--- config.mk ---
export PLATFORM = sky130hd
export DESIGN_NAME = fetch_buffer_top
export DESIGN_NICKNAME = d
export VERILOG_FILES = /design/src/verilog/fetch_pkg.sv /design/src/verilog/fifo_if.sv /design/src/verilog/lutram_fifo.sv /design/src/verilog/instruction_predecoder.sv /design/src/verilog/pre_decode.sv /design/src/verilog/fetch_buffer_top.sv
export SDC_FILE = /design/constraint.sdc
export NUM_CORES = 1
export LEC_CHECK = 0
export BUFFER_PORTS_ARGS = -buffer_cell sky130_fd_sc_hd__clkbuf_2
export CORE_UTILIZATION = 45
export CTS_CLUSTER_DIAMETER = 120
export CTS_CLUSTER_SIZE = 14
export DETAILED_ROUTE_END_ITERATION = 16
export GPL_ROUTABILITY_DRIVEN = 0
export HOLD_SLACK_MARGIN = 0.15
export SLEW_MARGIN = 15
export SYNTH_ARGS = -nofsm -noshare
export SYNTH_HDL_FRONTEND = slang
export SYNTH_SLANG_ARGS = --single-unit
--- constraint.sdc ---
create_clock -name clk -period 4.5 [get_ports clk]
set_input_delay 0.225 -clock clk [delete_from_list [all_inputs] [get_ports clk]]
set_output_delay 0.225 -clock clk [all_outputs]
set_load 0.005 [all_outputs]
--- src/verilog/fetch_pkg.sv ---
package fetch_pkg;

    ////////////////////////////////////////
    // Widths with a meaning
    typedef logic [31:0] instr_t;
    typedef logic [31:0] addr_t;
    typedef logic [7:0]  bp_tag_t;     // Opaque, owned by the predictor
    typedef logic [4:0]  reg_addr_t;
    typedef logic [2:0]  fn3_t;

    localparam int FETCH_BUFFER_DEPTH = 4;

    ////////////////////////////////////////
    // Opcode groups, instruction bits 6:2
    typedef enum logic [4:0] {
        LOAD_T      = 5'b00000,
        FENCE_T     = 5'b00011,
        ARITH_IMM_T = 5'b00100,
        AUIPC_T     = 5'b00101,
        STORE_T     = 5'b01000,
        AMO_T       = 5'b01011,
        ARITH_T     = 5'b01100,
        LUI_T       = 5'b01101,
        BRANCH_T    = 5'b11000,
        JALR_T      = 5'b11001,
        JAL_T       = 5'b11011,
        SYSTEM_T    = 5'b11100
    } opcode_group_t;

    // Funct3 for ALU ops
    localparam fn3_t ADD_SUB_FN3 = 3'b000;
    localparam fn3_t SLL_FN3     = 3'b001;
    localparam fn3_t SLT_FN3     = 3'b010;
    localparam fn3_t SLTU_FN3    = 3'b011;
    localparam fn3_t XOR_FN3     = 3'b100;
    localparam fn3_t SRA_FN3     = 3'b101;  // SRL shares it
    localparam fn3_t OR_FN3      = 3'b110;
    localparam fn3_t AND_FN3     = 3'b111;

    ////////////////////////////////////////
    // ALU control encodings
    typedef enum logic [1:0] {
        ALU_ADD_SUB = 2'b00,
        ALU_SLT     = 2'b01,
        ALU_LSHIFT  = 2'b10,
        ALU_RSHIFT  = 2'b11
    } alu_op_t;

    typedef enum logic [1:0] {
        ALU_LOGIC_XOR = 2'b00,
        ALU_LOGIC_OR  = 2'b01,
        ALU_LOGIC_AND = 2'b10,
        ALU_LOGIC_ADD = 2'b11
    } alu_logic_op_t;

    typedef enum logic [1:0] {
        ALU_RS1_ZERO = 2'b00,
        ALU_RS1_PC   = 2'b01,
        ALU_RS1_RF   = 2'b10
    } alu_rs1_sel_t;

    typedef enum logic [1:0] {
        ALU_RS2_LUI_AUIPC = 2'b00,
        ALU_RS2_ARITH_IMM = 2'b01,
        ALU_RS2_JAL_JALR  = 2'b10,
        ALU_RS2_RF        = 2'b11
    } alu_rs2_sel_t;

    // One fetched word plus its predecoded hints
    typedef struct packed {
        instr_t        instruction;
        addr_t         pc;
        bp_tag_t       bp_tag;
        logic          prediction_used;
        logic          is_call;
        logic          is_return;
        logic          uses_rs1;
        logic          uses_rs2;
        logic          uses_rd;
        logic          rd_zero;
        logic          alu_request;
        logic          alu_sub;
        alu_op_t       alu_op;
        alu_logic_op_t alu_logic_op;
        alu_rs1_sel_t  alu_rs1_sel;
        alu_rs2_sel_t  alu_rs2_sel;
    } fetch_packet_t;

endpackage

--- src/verilog/fifo_if.sv ---
interface fifo_if;
    import fetch_pkg::*;

    logic          push;
    logic          pop;
    fetch_packet_t data_in;
    fetch_packet_t data_out;   // Always the head entry
    logic          valid;
    logic          empty;
    logic          full;

    // Side that pushes and pops
    modport owner (
        output push,
        output pop,
        output data_in,
        input  data_out,
        input  valid,
        input  empty,
        input  full
    );

    // Memory block
    modport storage (
        input  push,
        input  pop,
        input  data_in,
        output data_out,
        output valid,
        output empty,
        output full
    );

endinterface

--- src/verilog/lutram_fifo.sv ---
module lutram_fifo #(
    parameter int DEPTH = 4
) (
    input logic     clk,
    input logic     clear,
    fifo_if.storage fifo
);
    import fetch_pkg::*;

    localparam int PTR_W = (DEPTH > 1) ? $clog2(DEPTH) : 1;
    localparam int CNT_W = $clog2(DEPTH + 1);

    typedef logic [PTR_W-1:0] ptr_t;
    typedef logic [CNT_W-1:0] count_t;

    fetch_packet_t mem [DEPTH];
    ptr_t          wr_ptr;
    ptr_t          rd_ptr;
    count_t        count;
    logic          write_en;
    logic          read_en;

    // Wraps at DEPTH, so odd depths work too
    function automatic ptr_t next_ptr(input ptr_t ptr);
        ptr_t result;
        if (ptr == ptr_t'(DEPTH - 1)) begin
            result = '0;
        end else begin
            result = ptr + 1'b1;
        end
        return result;
    endfunction

    assign write_en = fifo.push & ~fifo.full;    // Dropped when full
    assign read_en  = fifo.pop & ~fifo.empty;

    ////////////////////////////////////////
    // Storage
    always_ff @(posedge clk) begin
        if (write_en) begin
            mem[wr_ptr] <= fifo.data_in;
        end
    end

    assign fifo.data_out = mem[rd_ptr];

    ////////////////////////////////////////
    // Pointers and occupancy
    always_ff @(posedge clk) begin
        if (clear) begin
            wr_ptr <= '0;
            rd_ptr <= '0;
            count  <= '0;
        end else begin
            if (write_en) begin
                wr_ptr <= next_ptr(wr_ptr);
            end
            if (read_en) begin
                rd_ptr <= next_ptr(rd_ptr);
            end
            case ({write_en, read_en})
                2'b10:   count <= count + 1'b1;
                2'b01:   count <= count - 1'b1;
                default: count <= count;       // Both or neither
            endcase
        end
    end

    assign fifo.empty = (count == '0);
    assign fifo.full  = (count == count_t'(DEPTH));
    assign fifo.valid = ~fifo.empty;

endmodule

--- src/verilog/instruction_predecoder.sv ---
module instruction_predecoder (
    input  fetch_pkg::instr_t        instruction,
    input  fetch_pkg::addr_t         pc,
    input  fetch_pkg::bp_tag_t       bp_tag,
    input  logic                     prediction_used,
    output fetch_pkg::fetch_packet_t packet
);
    import fetch_pkg::*;

    opcode_group_t opcode_group;
    fn3_t          fn3;
    reg_addr_t     rs1_addr;
    reg_addr_t     rd_addr;

    logic jal_jalr;
    logic jal_jalr_x0;
    logic non_zero_jal_jalr;
    logic csr_imm_op;
    logic sys_op;
    logic rs1_link;
    logic rd_link;
    logic arith_sub;
    logic base_arith;

    alu_op_t       alu_op;
    alu_logic_op_t alu_logic_op;
    alu_rs1_sel_t  rs1_sel;
    alu_rs2_sel_t  rs2_sel;

    ////////////////////////////////////////
    // Field extraction
    assign opcode_group = opcode_group_t'(instruction[6:2]);
    assign fn3          = instruction[14:12];
    assign rs1_addr     = instruction[19:15];
    assign rd_addr      = instruction[11:7];

    assign jal_jalr          = opcode_group inside {JAL_T, JALR_T};
    assign jal_jalr_x0       = jal_jalr && (rd_addr == '0);
    assign non_zero_jal_jalr = jal_jalr && (rd_addr != '0);
    assign csr_imm_op        = (opcode_group == SYSTEM_T) && fn3[2];
    assign sys_op            = (opcode_group == SYSTEM_T) && (fn3 == 3'b000);  // ECALL, EBREAK, xRET

    // x1 and x5 are the link registers
    assign rs1_link = rs1_addr inside {5'd1, 5'd5};
    assign rd_link  = rd_addr inside {5'd1, 5'd5};

    ////////////////////////////////////////
    // ALU control
    assign arith_sub  = (fn3 == ADD_SUB_FN3) && instruction[30] && instruction[5];
    assign base_arith = (opcode_group == ARITH_T) && ~instruction[25];  // Bit 25 marks mul/div

    always_comb begin
        alu_op       = ALU_ADD_SUB;
        alu_logic_op = ALU_LOGIC_ADD;
        case (fn3)
            ADD_SUB_FN3:       alu_op = ALU_ADD_SUB;
            SLT_FN3, SLTU_FN3: alu_op = ALU_SLT;
            SLL_FN3:           alu_op = ALU_LSHIFT;
            SRA_FN3:           alu_op = ALU_RSHIFT;
            XOR_FN3:           alu_logic_op = ALU_LOGIC_XOR;
            OR_FN3:            alu_logic_op = ALU_LOGIC_OR;
            AND_FN3:           alu_logic_op = ALU_LOGIC_AND;
            default:           alu_op = ALU_ADD_SUB;
        endcase
        // LUI, AUIPC, JAL and JALR all go through the adder
        if (instruction[2]) begin
            alu_op       = ALU_ADD_SUB;
            alu_logic_op = ALU_LOGIC_ADD;
        end
    end

    always_comb begin
        if (opcode_group inside {ARITH_T, ARITH_IMM_T}) begin
            rs1_sel = ALU_RS1_RF;
        end else if (opcode_group inside {JAL_T, JALR_T, AUIPC_T}) begin
            rs1_sel = ALU_RS1_PC;
        end else begin
            rs1_sel = ALU_RS1_ZERO;   // LUI
        end
    end

    always_comb begin
        if (opcode_group inside {LUI_T, AUIPC_T}) begin
            rs2_sel = ALU_RS2_LUI_AUIPC;
        end else if (opcode_group == ARITH_IMM_T) begin
            rs2_sel = ALU_RS2_ARITH_IMM;
        end else if (non_zero_jal_jalr) begin
            rs2_sel = ALU_RS2_JAL_JALR;  // Link value pc + 4
        end else begin
            rs2_sel = ALU_RS2_RF;
        end
    end

    ////////////////////////////////////////
    // Packet assembly
    always_comb begin
        packet.instruction     = instruction;
        packet.pc              = pc;
        packet.bp_tag          = bp_tag;
        packet.prediction_used = prediction_used;
        packet.is_call         = jal_jalr && rd_link;
        packet.is_return       = (opcode_group == JALR_T) &&
                                 ((rs1_link & ~rd_link) | (rs1_link & rd_link & (rs1_addr != rd_addr)));
        packet.uses_rs1        = !((opcode_group inside {LUI_T, AUIPC_T, JAL_T, FENCE_T}) ||
                                   csr_imm_op || sys_op);
        packet.uses_rs2        = opcode_group inside {BRANCH_T, STORE_T, ARITH_T, AMO_T};
        packet.uses_rd         = !((opcode_group inside {BRANCH_T, STORE_T, FENCE_T}) ||
                                   sys_op || jal_jalr_x0);
        packet.rd_zero         = (rd_addr == '0);
        packet.alu_request     = base_arith || non_zero_jal_jalr ||
                                 (opcode_group inside {ARITH_IMM_T, AUIPC_T, LUI_T});
        packet.alu_sub         = ~instruction[2] & ((fn3 inside {SLT_FN3, SLTU_FN3}) || arith_sub);
        packet.alu_op          = alu_op;
        packet.alu_logic_op    = alu_logic_op;
        packet.alu_rs1_sel     = rs1_sel;
        packet.alu_rs2_sel     = rs2_sel;
    end

endmodule

--- src/verilog/pre_decode.sv ---
module pre_decode #(
    parameter int FIFO_DEPTH = fetch_pkg::FETCH_BUFFER_DEPTH
) (
    input  logic                     clk,
    input  logic                     buffer_reset,
    input  logic                     flush,
    input  logic                     push,
    input  logic                     pop,
    input  fetch_pkg::instr_t        instruction,
    input  fetch_pkg::addr_t         pc,
    input  fetch_pkg::bp_tag_t       bp_tag,
    input  logic                     prediction_used,
    output logic                     fb_valid,
    output fetch_pkg::fetch_packet_t fb,
    output logic                     fb_full
);
    import fetch_pkg::*;

    fetch_packet_t packet;
    logic          fifo_clear;
    logic          bypass;

    fifo_if fb_fifo ();

    instruction_predecoder u_predecoder (
        .instruction     (instruction),
        .pc              (pc),
        .bp_tag          (bp_tag),
        .prediction_used (prediction_used),
        .packet          (packet)
    );

    ////////////////////////////////////////
    // Queue control
    assign fifo_clear = buffer_reset | flush;

    // Skip the FIFO when nothing is ahead of the new word
    assign bypass = fb_fifo.empty & (~fb_valid | pop);

    assign fb_fifo.push    = push & ~bypass;
    assign fb_fifo.pop     = pop & fb_fifo.valid;
    assign fb_fifo.data_in = packet;
    assign fb_full         = fb_fifo.full;

    lutram_fifo #(
        .DEPTH (FIFO_DEPTH)
    ) u_fifo (
        .clk   (clk),
        .clear (fifo_clear),
        .fifo  (fb_fifo.storage)
    );

    ////////////////////////////////////////
    // Output register
    always_ff @(posedge clk) begin
        if (push & bypass) begin
            fb <= packet;
        end else if (pop) begin
            fb <= fb_fifo.data_out;   // Next in line
        end
    end

    always_ff @(posedge clk) begin
        if (fifo_clear) begin
            fb_valid <= 1'b0;
        end else if (push) begin
            fb_valid <= 1'b1;
        end else if (pop & fb_fifo.empty) begin
            fb_valid <= 1'b0;         // Last packet taken
        end
    end

    ////////////////////////////////////////
    // Checks on fetch and decode behaviour
    a_no_strobe_in_flush : assert property (@(posedge clk) disable iff (buffer_reset)
        flush |-> !(push || pop))
        else $error("fetch buffer push or pop during flush");

    a_no_push_when_full : assert property (@(posedge clk) disable iff (buffer_reset)
        fb_full |-> !push)
        else $error("fetch buffer push while full");

    a_no_pop_when_empty : assert property (@(posedge clk) disable iff (buffer_reset)
        !fb_valid |-> !pop)
        else $error("fetch buffer pop without a valid packet");

endmodule

--- src/verilog/fetch_buffer_top.sv ---
module fetch_buffer_top #(
    parameter int FETCH_BUFFER_DEPTH = fetch_pkg::FETCH_BUFFER_DEPTH
) (
    input  logic                     clk,
    input  logic                     buffer_reset,

    // Fetch
    input  fetch_pkg::instr_t        instruction,
    input  fetch_pkg::addr_t         pc,
    input  fetch_pkg::bp_tag_t       bp_tag,
    input  logic                     prediction_used,
    input  logic                     push,

    // Global control
    input  logic                     flush,

    // Decode
    input  logic                     pop,
    output logic                     fb_valid,
    output fetch_pkg::fetch_packet_t fb,
    output logic                     fb_full    // Fetch stalls on this
);

    ////////////////////////////////////////
    // Fetch buffer, holds DEPTH + 1 packets
    pre_decode #(
        .FIFO_DEPTH (FETCH_BUFFER_DEPTH)
    ) u_pre_decode (
        .clk             (clk),
        .buffer_reset    (buffer_reset),
        .flush           (flush),
        .push            (push),
        .pop             (pop),
        .instruction     (instruction),
        .pc              (pc),
        .bp_tag          (bp_tag),
        .prediction_used (prediction_used),
        .fb_valid        (fb_valid),
        .fb              (fb),
        .fb_full         (fb_full)
    );

endmodule

Yosys cells after proc, flatten, opt, wreduce, memory -nomap -nowiden

Memory sizes are Yosys's and may differ from the RTL's. A register that Yosys moved wholly into a read port is not among the register bits.
Index checks and enable logic that the tools add are counted.

Bits in registers: 97
Bits in latches: 0
RAM bits: 356
ROM bits: 0
Bits of input ports: 78
Word-level logic and storage cells: 131
Memories: 1

Add/subtract/negate cells: 4
Multiply operators: 0
Div/mod/pow operators: 0
$lt $le $gt $ge: 0
Eq/ne operators: 28
Shift-type cells: 0
Mux-type cells: 20
Bitwise gates (word level): 21
Reduce and logical (&&, ||, !) cells: 37

Memory list:

| name                    | depth | width | rd ports | clocked after Yosys merged registers in | wr ports | RTL line          | RTL |
|---|---|---|---|---|---|---|---|
| u_pre_decode.u_fifo.mem | 4     | 89    | 1        | 1                                       | 1        | lutram_fifo.sv:16 | `fetch_packet_t mem [DEPTH];` |

Operators by type and width:

| operator                                            | number |
|---|---|
| two-way mux 89 bit                                  | 2 |
| equality test 5 x 3 -> 1 bit, second input constant | 4 |
| equality test 5 x 4 -> 1 bit, second input constant | 4 |
| equality test 5 bit, second input constant          | 4 |
| two-way mux 2 bit                                   | 9 |
| nonzero test 2 bit                                  | 9 |
| equality test 3 bit, second input constant          | 5 |
| one-hot mux 2 bit (3 select lines)                  | 2 |
| bitwise AND 1 bit                                   | 11 |
| equality test 5 x 1 -> 1 bit, second input constant | 2 |
| logical AND 1 bit                                   | 9 |
| nonzero test 3 bit                                  | 3 |
| nonzero test 4 bit                                  | 2 |
| logical OR 1 bit                                    | 7 |
| inverter 1 bit                                      | 7 |
| equality test 2 bit, second input constant          | 3 |
| equality test 3 x 2 -> 1 bit, second input constant | 2 |
| logical NOT 3 bit                                   | 2 |
| two-way mux 1 bit                                   | 6 |
| one-hot mux 3 bit (2 select lines)                  | 1 |
| equality test 5 x 2 -> 1 bit, second input constant | 1 |
| logical NOT 5 bit                                   | 1 |
| inequality test 5 bit                               | 1 |
| nonzero test 5 bit                                  | 1 |
| 8 further kinds                                     | 12 |

Longest topological paths before layout

Word-level depth: 8
Mapped depth: 9
Gate-level depth less buffers: 9

Cells and area by module

From an unflattened synthesis, not the netlist that was laid out.

Cells, all modules: 846
Area, all modules: 18024.8 sq um

Modules (own cells, without submodules):

| module                 | instances | cells each | area each (sq um) |
|---|---|---|---|
| lutram_fifo            | 1         | 520        | 13316.5 |
| pre_decode             | 1         | 199        | 3834.9 |
| instruction_predecoder | 1         | 127        | 873.3 |

Worst setup path after synthesis

No wires, ideal clock.

Path kind: register -> register
Start point: register u_pre_decode.u_fifo.count[1]
End point: register, netlist name u_pre_decode.fb[0]
Arrival: 3.104 ns
Data required time: 4.037 ns
Path slack: 0.933 ns
Cell stages (with the launch flop): 6
Buffers on the path: 2
Period minus slack after synthesis: 3.567 ns
Cells stage by stage: dfxtp_1 -> nor3_4 -> nand3_1 -> buf_4 -> buf_6 -> nand2b_1

Word-level cells in the longest chain between the ends: 4

RTL lines:

| element                             | RTL line          | RTL |
|---|---|---|
| from (decl)                         | lutram_fifo.sv:19 | `count_t count;` |
| from (signal assigned)              | lutram_fifo.sv:62 | `2'b10: count <= count + 1'b1;` |
| from (signal assigned)              | lutram_fifo.sv:63 | `2'b01: count <= count - 1'b1;` |
| from (signal assigned)              | lutram_fifo.sv:64 | `default: count <= count;` |
| logical NOT 3 bit                   | lutram_fifo.sv:69 | `assign fifo.empty = (count == '0);` |
| bitwise AND 1 bit                   | pre_decode.sv:38  | `assign bypass = fb_fifo.empty & (~fb_valid \| pop);` |
| bitwise AND 1 bit                   | pre_decode.sv:56  | `if (push & bypass) begin` |
| nonzero test 2 bit (no source line) | -                 |  |

Every way passes these cells.
A chain may end at the register's enable or synchronous reset.

Worst setup path after layout

Start point: input pop
End point: memory u_pre_decode.u_fifo.mem[1][45] (netlist name), enable pin

Word-level cells in the longest chain between the ends: 7

RTL lines:

| element                                 | RTL line               | RTL |
|---|---|---|
| from (decl)                             | fetch_buffer_top.sv:18 | `input logic pop,` |
| OR 1 bit                                | pre_decode.sv:38       |  |
| bitwise AND 1 bit                       | pre_decode.sv:38       |  |
| inverter 1 bit                          | pre_decode.sv:40       | `assign fb_fifo.push = push & ~bypass;` |
| bitwise AND 1 bit                       | pre_decode.sv:40       |  |
| bitwise AND 1 bit                       | lutram_fifo.sv:34      | `assign write_en = fifo.push & ~fifo.full;` |
| two-way mux 1 bit                       | lutram_fifo.sv:40      | `if (write_en) begin` |
| two-way mux 1 bit (not written as such) | lutram_fifo.sv:41      | `mem[wr_ptr] <= fifo.data_in;` |
| to (decl)                               | lutram_fifo.sv:16      |  |

Every way passes these cells.

==> summary.txt <==
Logic synthesis
  – Distinct cells, synth: 45
  – Syn nets: 856
  – Synth async-reset ratio: 0%
  – Synth Area in XOR/XNOR: 0.2012%
  – YS warnings: 0
  – Mux share of post-synthesis cell area: 17.22%
  – Synthesized area: 17,420 um^2
  – Seq/Total Area, Yosys: 77.88%
  – Compound-Gate Fraction of Synth Area: 0.9196%
  – Top_reg_cell synth: edfxtp_1
  – Mapped Cells: 771
  – #FFs+latches synth: 455
  – Largest family of logic cells by synthesized area: multiplexers
  – Simple-gate share of the synthesized area: 1.703%
  – Post-synthesis adder-cell area fraction: 0.5460%
  – Avg Inst Size Synth: 22.59 um^2
  – Post-synth EDFFs: 445

Clocking
  – Total CTS buffers: 38
  – CTS Buffer Depth: 3
  – CTS Root Buffer Type: clkbuf_16
  – CTS clock-pin slew for the worst setup and hold paths: 0.07 ns
  – CTS sink count: 455
  – Clock latency at the later pin of the worst-skew pair: 0.52 ns
  – Post-cts sizing count: 0
  – CTS tree: done
  – H-tree depth: 2

STA
  – Fin Clk Skew: 0.01776 ns
  – TNS Setup: 0 ns
  – Least-Margin Pin Slew: 1.055 ns
  – Slew Limit Headroom: 29.65%
  – Fmax: 377.7 MHz
  – Min Clock Period, post-route: 2.647 ns
  – # setup viols final: 0
  – Slew Viols, Final: 0
  – Final Worst Setup Slack: 1.853 ns
  – Hold Violations, Final: 0
  – RSZ-0062 raised after global routing: no
  – Final Cycle Share: 58.83%

Global routing
  – Largest net degree at the start of global routing: 72
  – Total gr overflow: 0
  – Vias in the first global route: 8,633
  – First-pass GRT wire length: 52,170 um
  – Gr usage total: 17.81%
  – Initial antenna violation count: 1

Final layout
  – Commonest cells after routing, fill and taps aside: 445 x edfxtp_1, 168 x clkbuf_2, 89 x mux4_2
  – Area grow syn2layout: 18.64%
  – Sequential cell area: 13,570 um^2
  – Area of the multi-input gates: 3616 um^2
  – Non-filler cells, final: 1,551
  – Commonest non-fill, non-tap cell in the layout: edfxtp_1
  – Antenna cells: 0
  – Fillers: 2,970
  – Share of cells above drive strength 1: 39.04%
  – Final net count: 1,117
  – Final instance area: 20,660 um^2

Critical path
  – Crit-path max FO: 60
  – CP top delay family: simple AND/OR/NAND/NOR gates
  – Worst Path Required: 4.70 ns
  – Crit path largest cell delay: 0.90 ns
  – Critical path class: input pin to flip-flop
  – Buf/Inv on CP: 3
  – CP Launch Type: input pin
  – Crit end category: flip-flop
  – Worst-path cell chain: dlygate4sd3_1 -> clkbuf_2 -> nand2b_1 -> a211oi_2 -> and2_4 -> buf_12
  – Critical path's slowest cell: and2_4
  – CP arrival: 2.85 ns

Run status
  – Outcome: finished clean

Route
  – Pre-antenna DRT Iters: 5
  – Iteration-0 DRC Markers: 581
  – Remaining DRCs: 0
  – Avg Vias per Cell: 5.313
  – Via count: 8,240
  – Routed WL per cell: 22.08 um
  – Antenna violation net count after detailed routing: 0
  – Drt total wl: 34,250 um

Placement
  – Pre-CTS setup slack: 1.803 ns
  – Placed insts: 1,425
  – Placed Area: 18,860 um^2
  – PortBufs: 168
  – Dpl hpwl: 19,610 um

Job
  – Max Cap Viol: 0

Pwr
  – Final Power: 8.109 mW
  – Peak supply drop: 0.2573 mV
  – Power per cell area: 392.5 nW/um^2
  – Leak Pwr: 6.839 nW

Floorplanning
  – Core ar.: 37,840 um^2
  – Rows: 71
  – Die Ht: 198.7 um
  – Io pins: 169
  – Die area: 39,490 um^2
  – Initial Util: 46.02%
  – Die Wd: 198.7 um

Min path
  – Type of the tightest min-delay check: input pin to flip-flop
[flip-flops by register name, indices dropped and copies added, names as in the netlist, named ones only]
name	flops
u_pre_decode.u_fifo.mem	356
u_pre_decode.fb	89
u_pre_decode.u_fifo.count	3
u_pre_decode.u_fifo.rd_ptr	2
u_pre_decode.u_fifo.wr_ptr	2
u_pre_decode.fb_valid	1
[Yosys cell counts (all sizes together), types with 2 or more instances]
| cell | n | area, um^2 |
|---|---|---|
| inv | 12 | 45.04 |
| edfxtp | 445 | 13360 |
| a21oi | 4 | 20.02 |
| ha | 6 | 75.07 |
| and2 | 4 | 25.02 |
| mux4 | 89 | 2004 |
| nor3 | 7 | 46.30 |
| xor2 | 3 | 26.28 |
| or2 | 2 | 12.51 |
| buf | 24 | 180.2 |
| mux2i | 3 | 30.03 |
| nand2 | 13 | 48.80 |
| nor2 | 17 | 63.81 |
| o21ai | 7 | 35.03 |
| nand3 | 3 | 15.01 |
| a211oi | 2 | 20.02 |
| mux2 | 85 | 964.7 |
| dfxtp | 10 | 200.2 |
| or3 | 3 | 23.77 |
| nand2b | 5 | 31.28 |
| clkbuf | 11 | 41.29 |
[worst reg2reg max path: cells and delay by family, from the launching register on]
family                 cells  cell delay [ns]
and+or+nand+nor            2             1.03
AOI/OAI and AO/OA          1             0.51
DFF                        1             0.36
buffers and inverters      1             0.32
[worst paths after layout]
kind,slack [ns],start,cells past startpoint,end
max reg2reg,1.94,u_pre_decode.fb_valid,4,u_pre_decode.u_fifo.mem[1][45]
min,0.17,instruction[3],1,u_pre_decode.u_fifo.mem[2][60]
min reg2reg,0.49,u_pre_decode.u_fifo.rd_ptr[0],2,flip-flop
max,1.85,pop,6,u_pre_decode.u_fifo.mem[1][45]
[cell families after synthesis]
logic type / count (synthesis)
fa+ha+maj: 7
simple gates: 58
mux: 177
buf+inv: 47
xor+xnor: 4
compound gates: 23
flops: 455
[where the power goes]
group	internal [mW]	leakage, nW	switching (mW)	total, mW
Clock	1.56	0.498	1.37	2.93
Sequential	4.75	4.18	0.0364	4.78
Combinational	0.194	2.16	0.206	0.400
Total	6.50	6.84	1.61	8.11
[stage by stage]
step	hold slack, ns	utilization (%)
CTS	0.1563	54.60
global placement	0.4609	49.84
finish	0.1707	54.60
detailed placement	0.4697	49.84
floorplan	0.3239	-
global route	0.1781	54.60
[metal layers]
metal  global-route usage [%]  wire length [um]  up-vias
met5                        0                14        -
met3                    3.255              1704       43
met1                    26.56             16070     4278
li1                         -                 -     3697
met4                    4.131               493        2
met2                    27.36             15960      220
[layout make-up]
cell class,count,area share (%)
multi-input cells,269,17.50
clock buffers,46,4.850
well taps,511,3.094
clock inverters,2,0.08478
inverters,12,0.2180
repair buffers,256,8.575
flip-flops and latches,455,65.68
[repair_timing]
action / 4_1_cts / 5_1_grt
hold buffers: 78 / 0
setup buffers: 0 / 0
hold endpoints to repair: 361 / 0
Note: power is estimated with default switching activity, not from simulation.
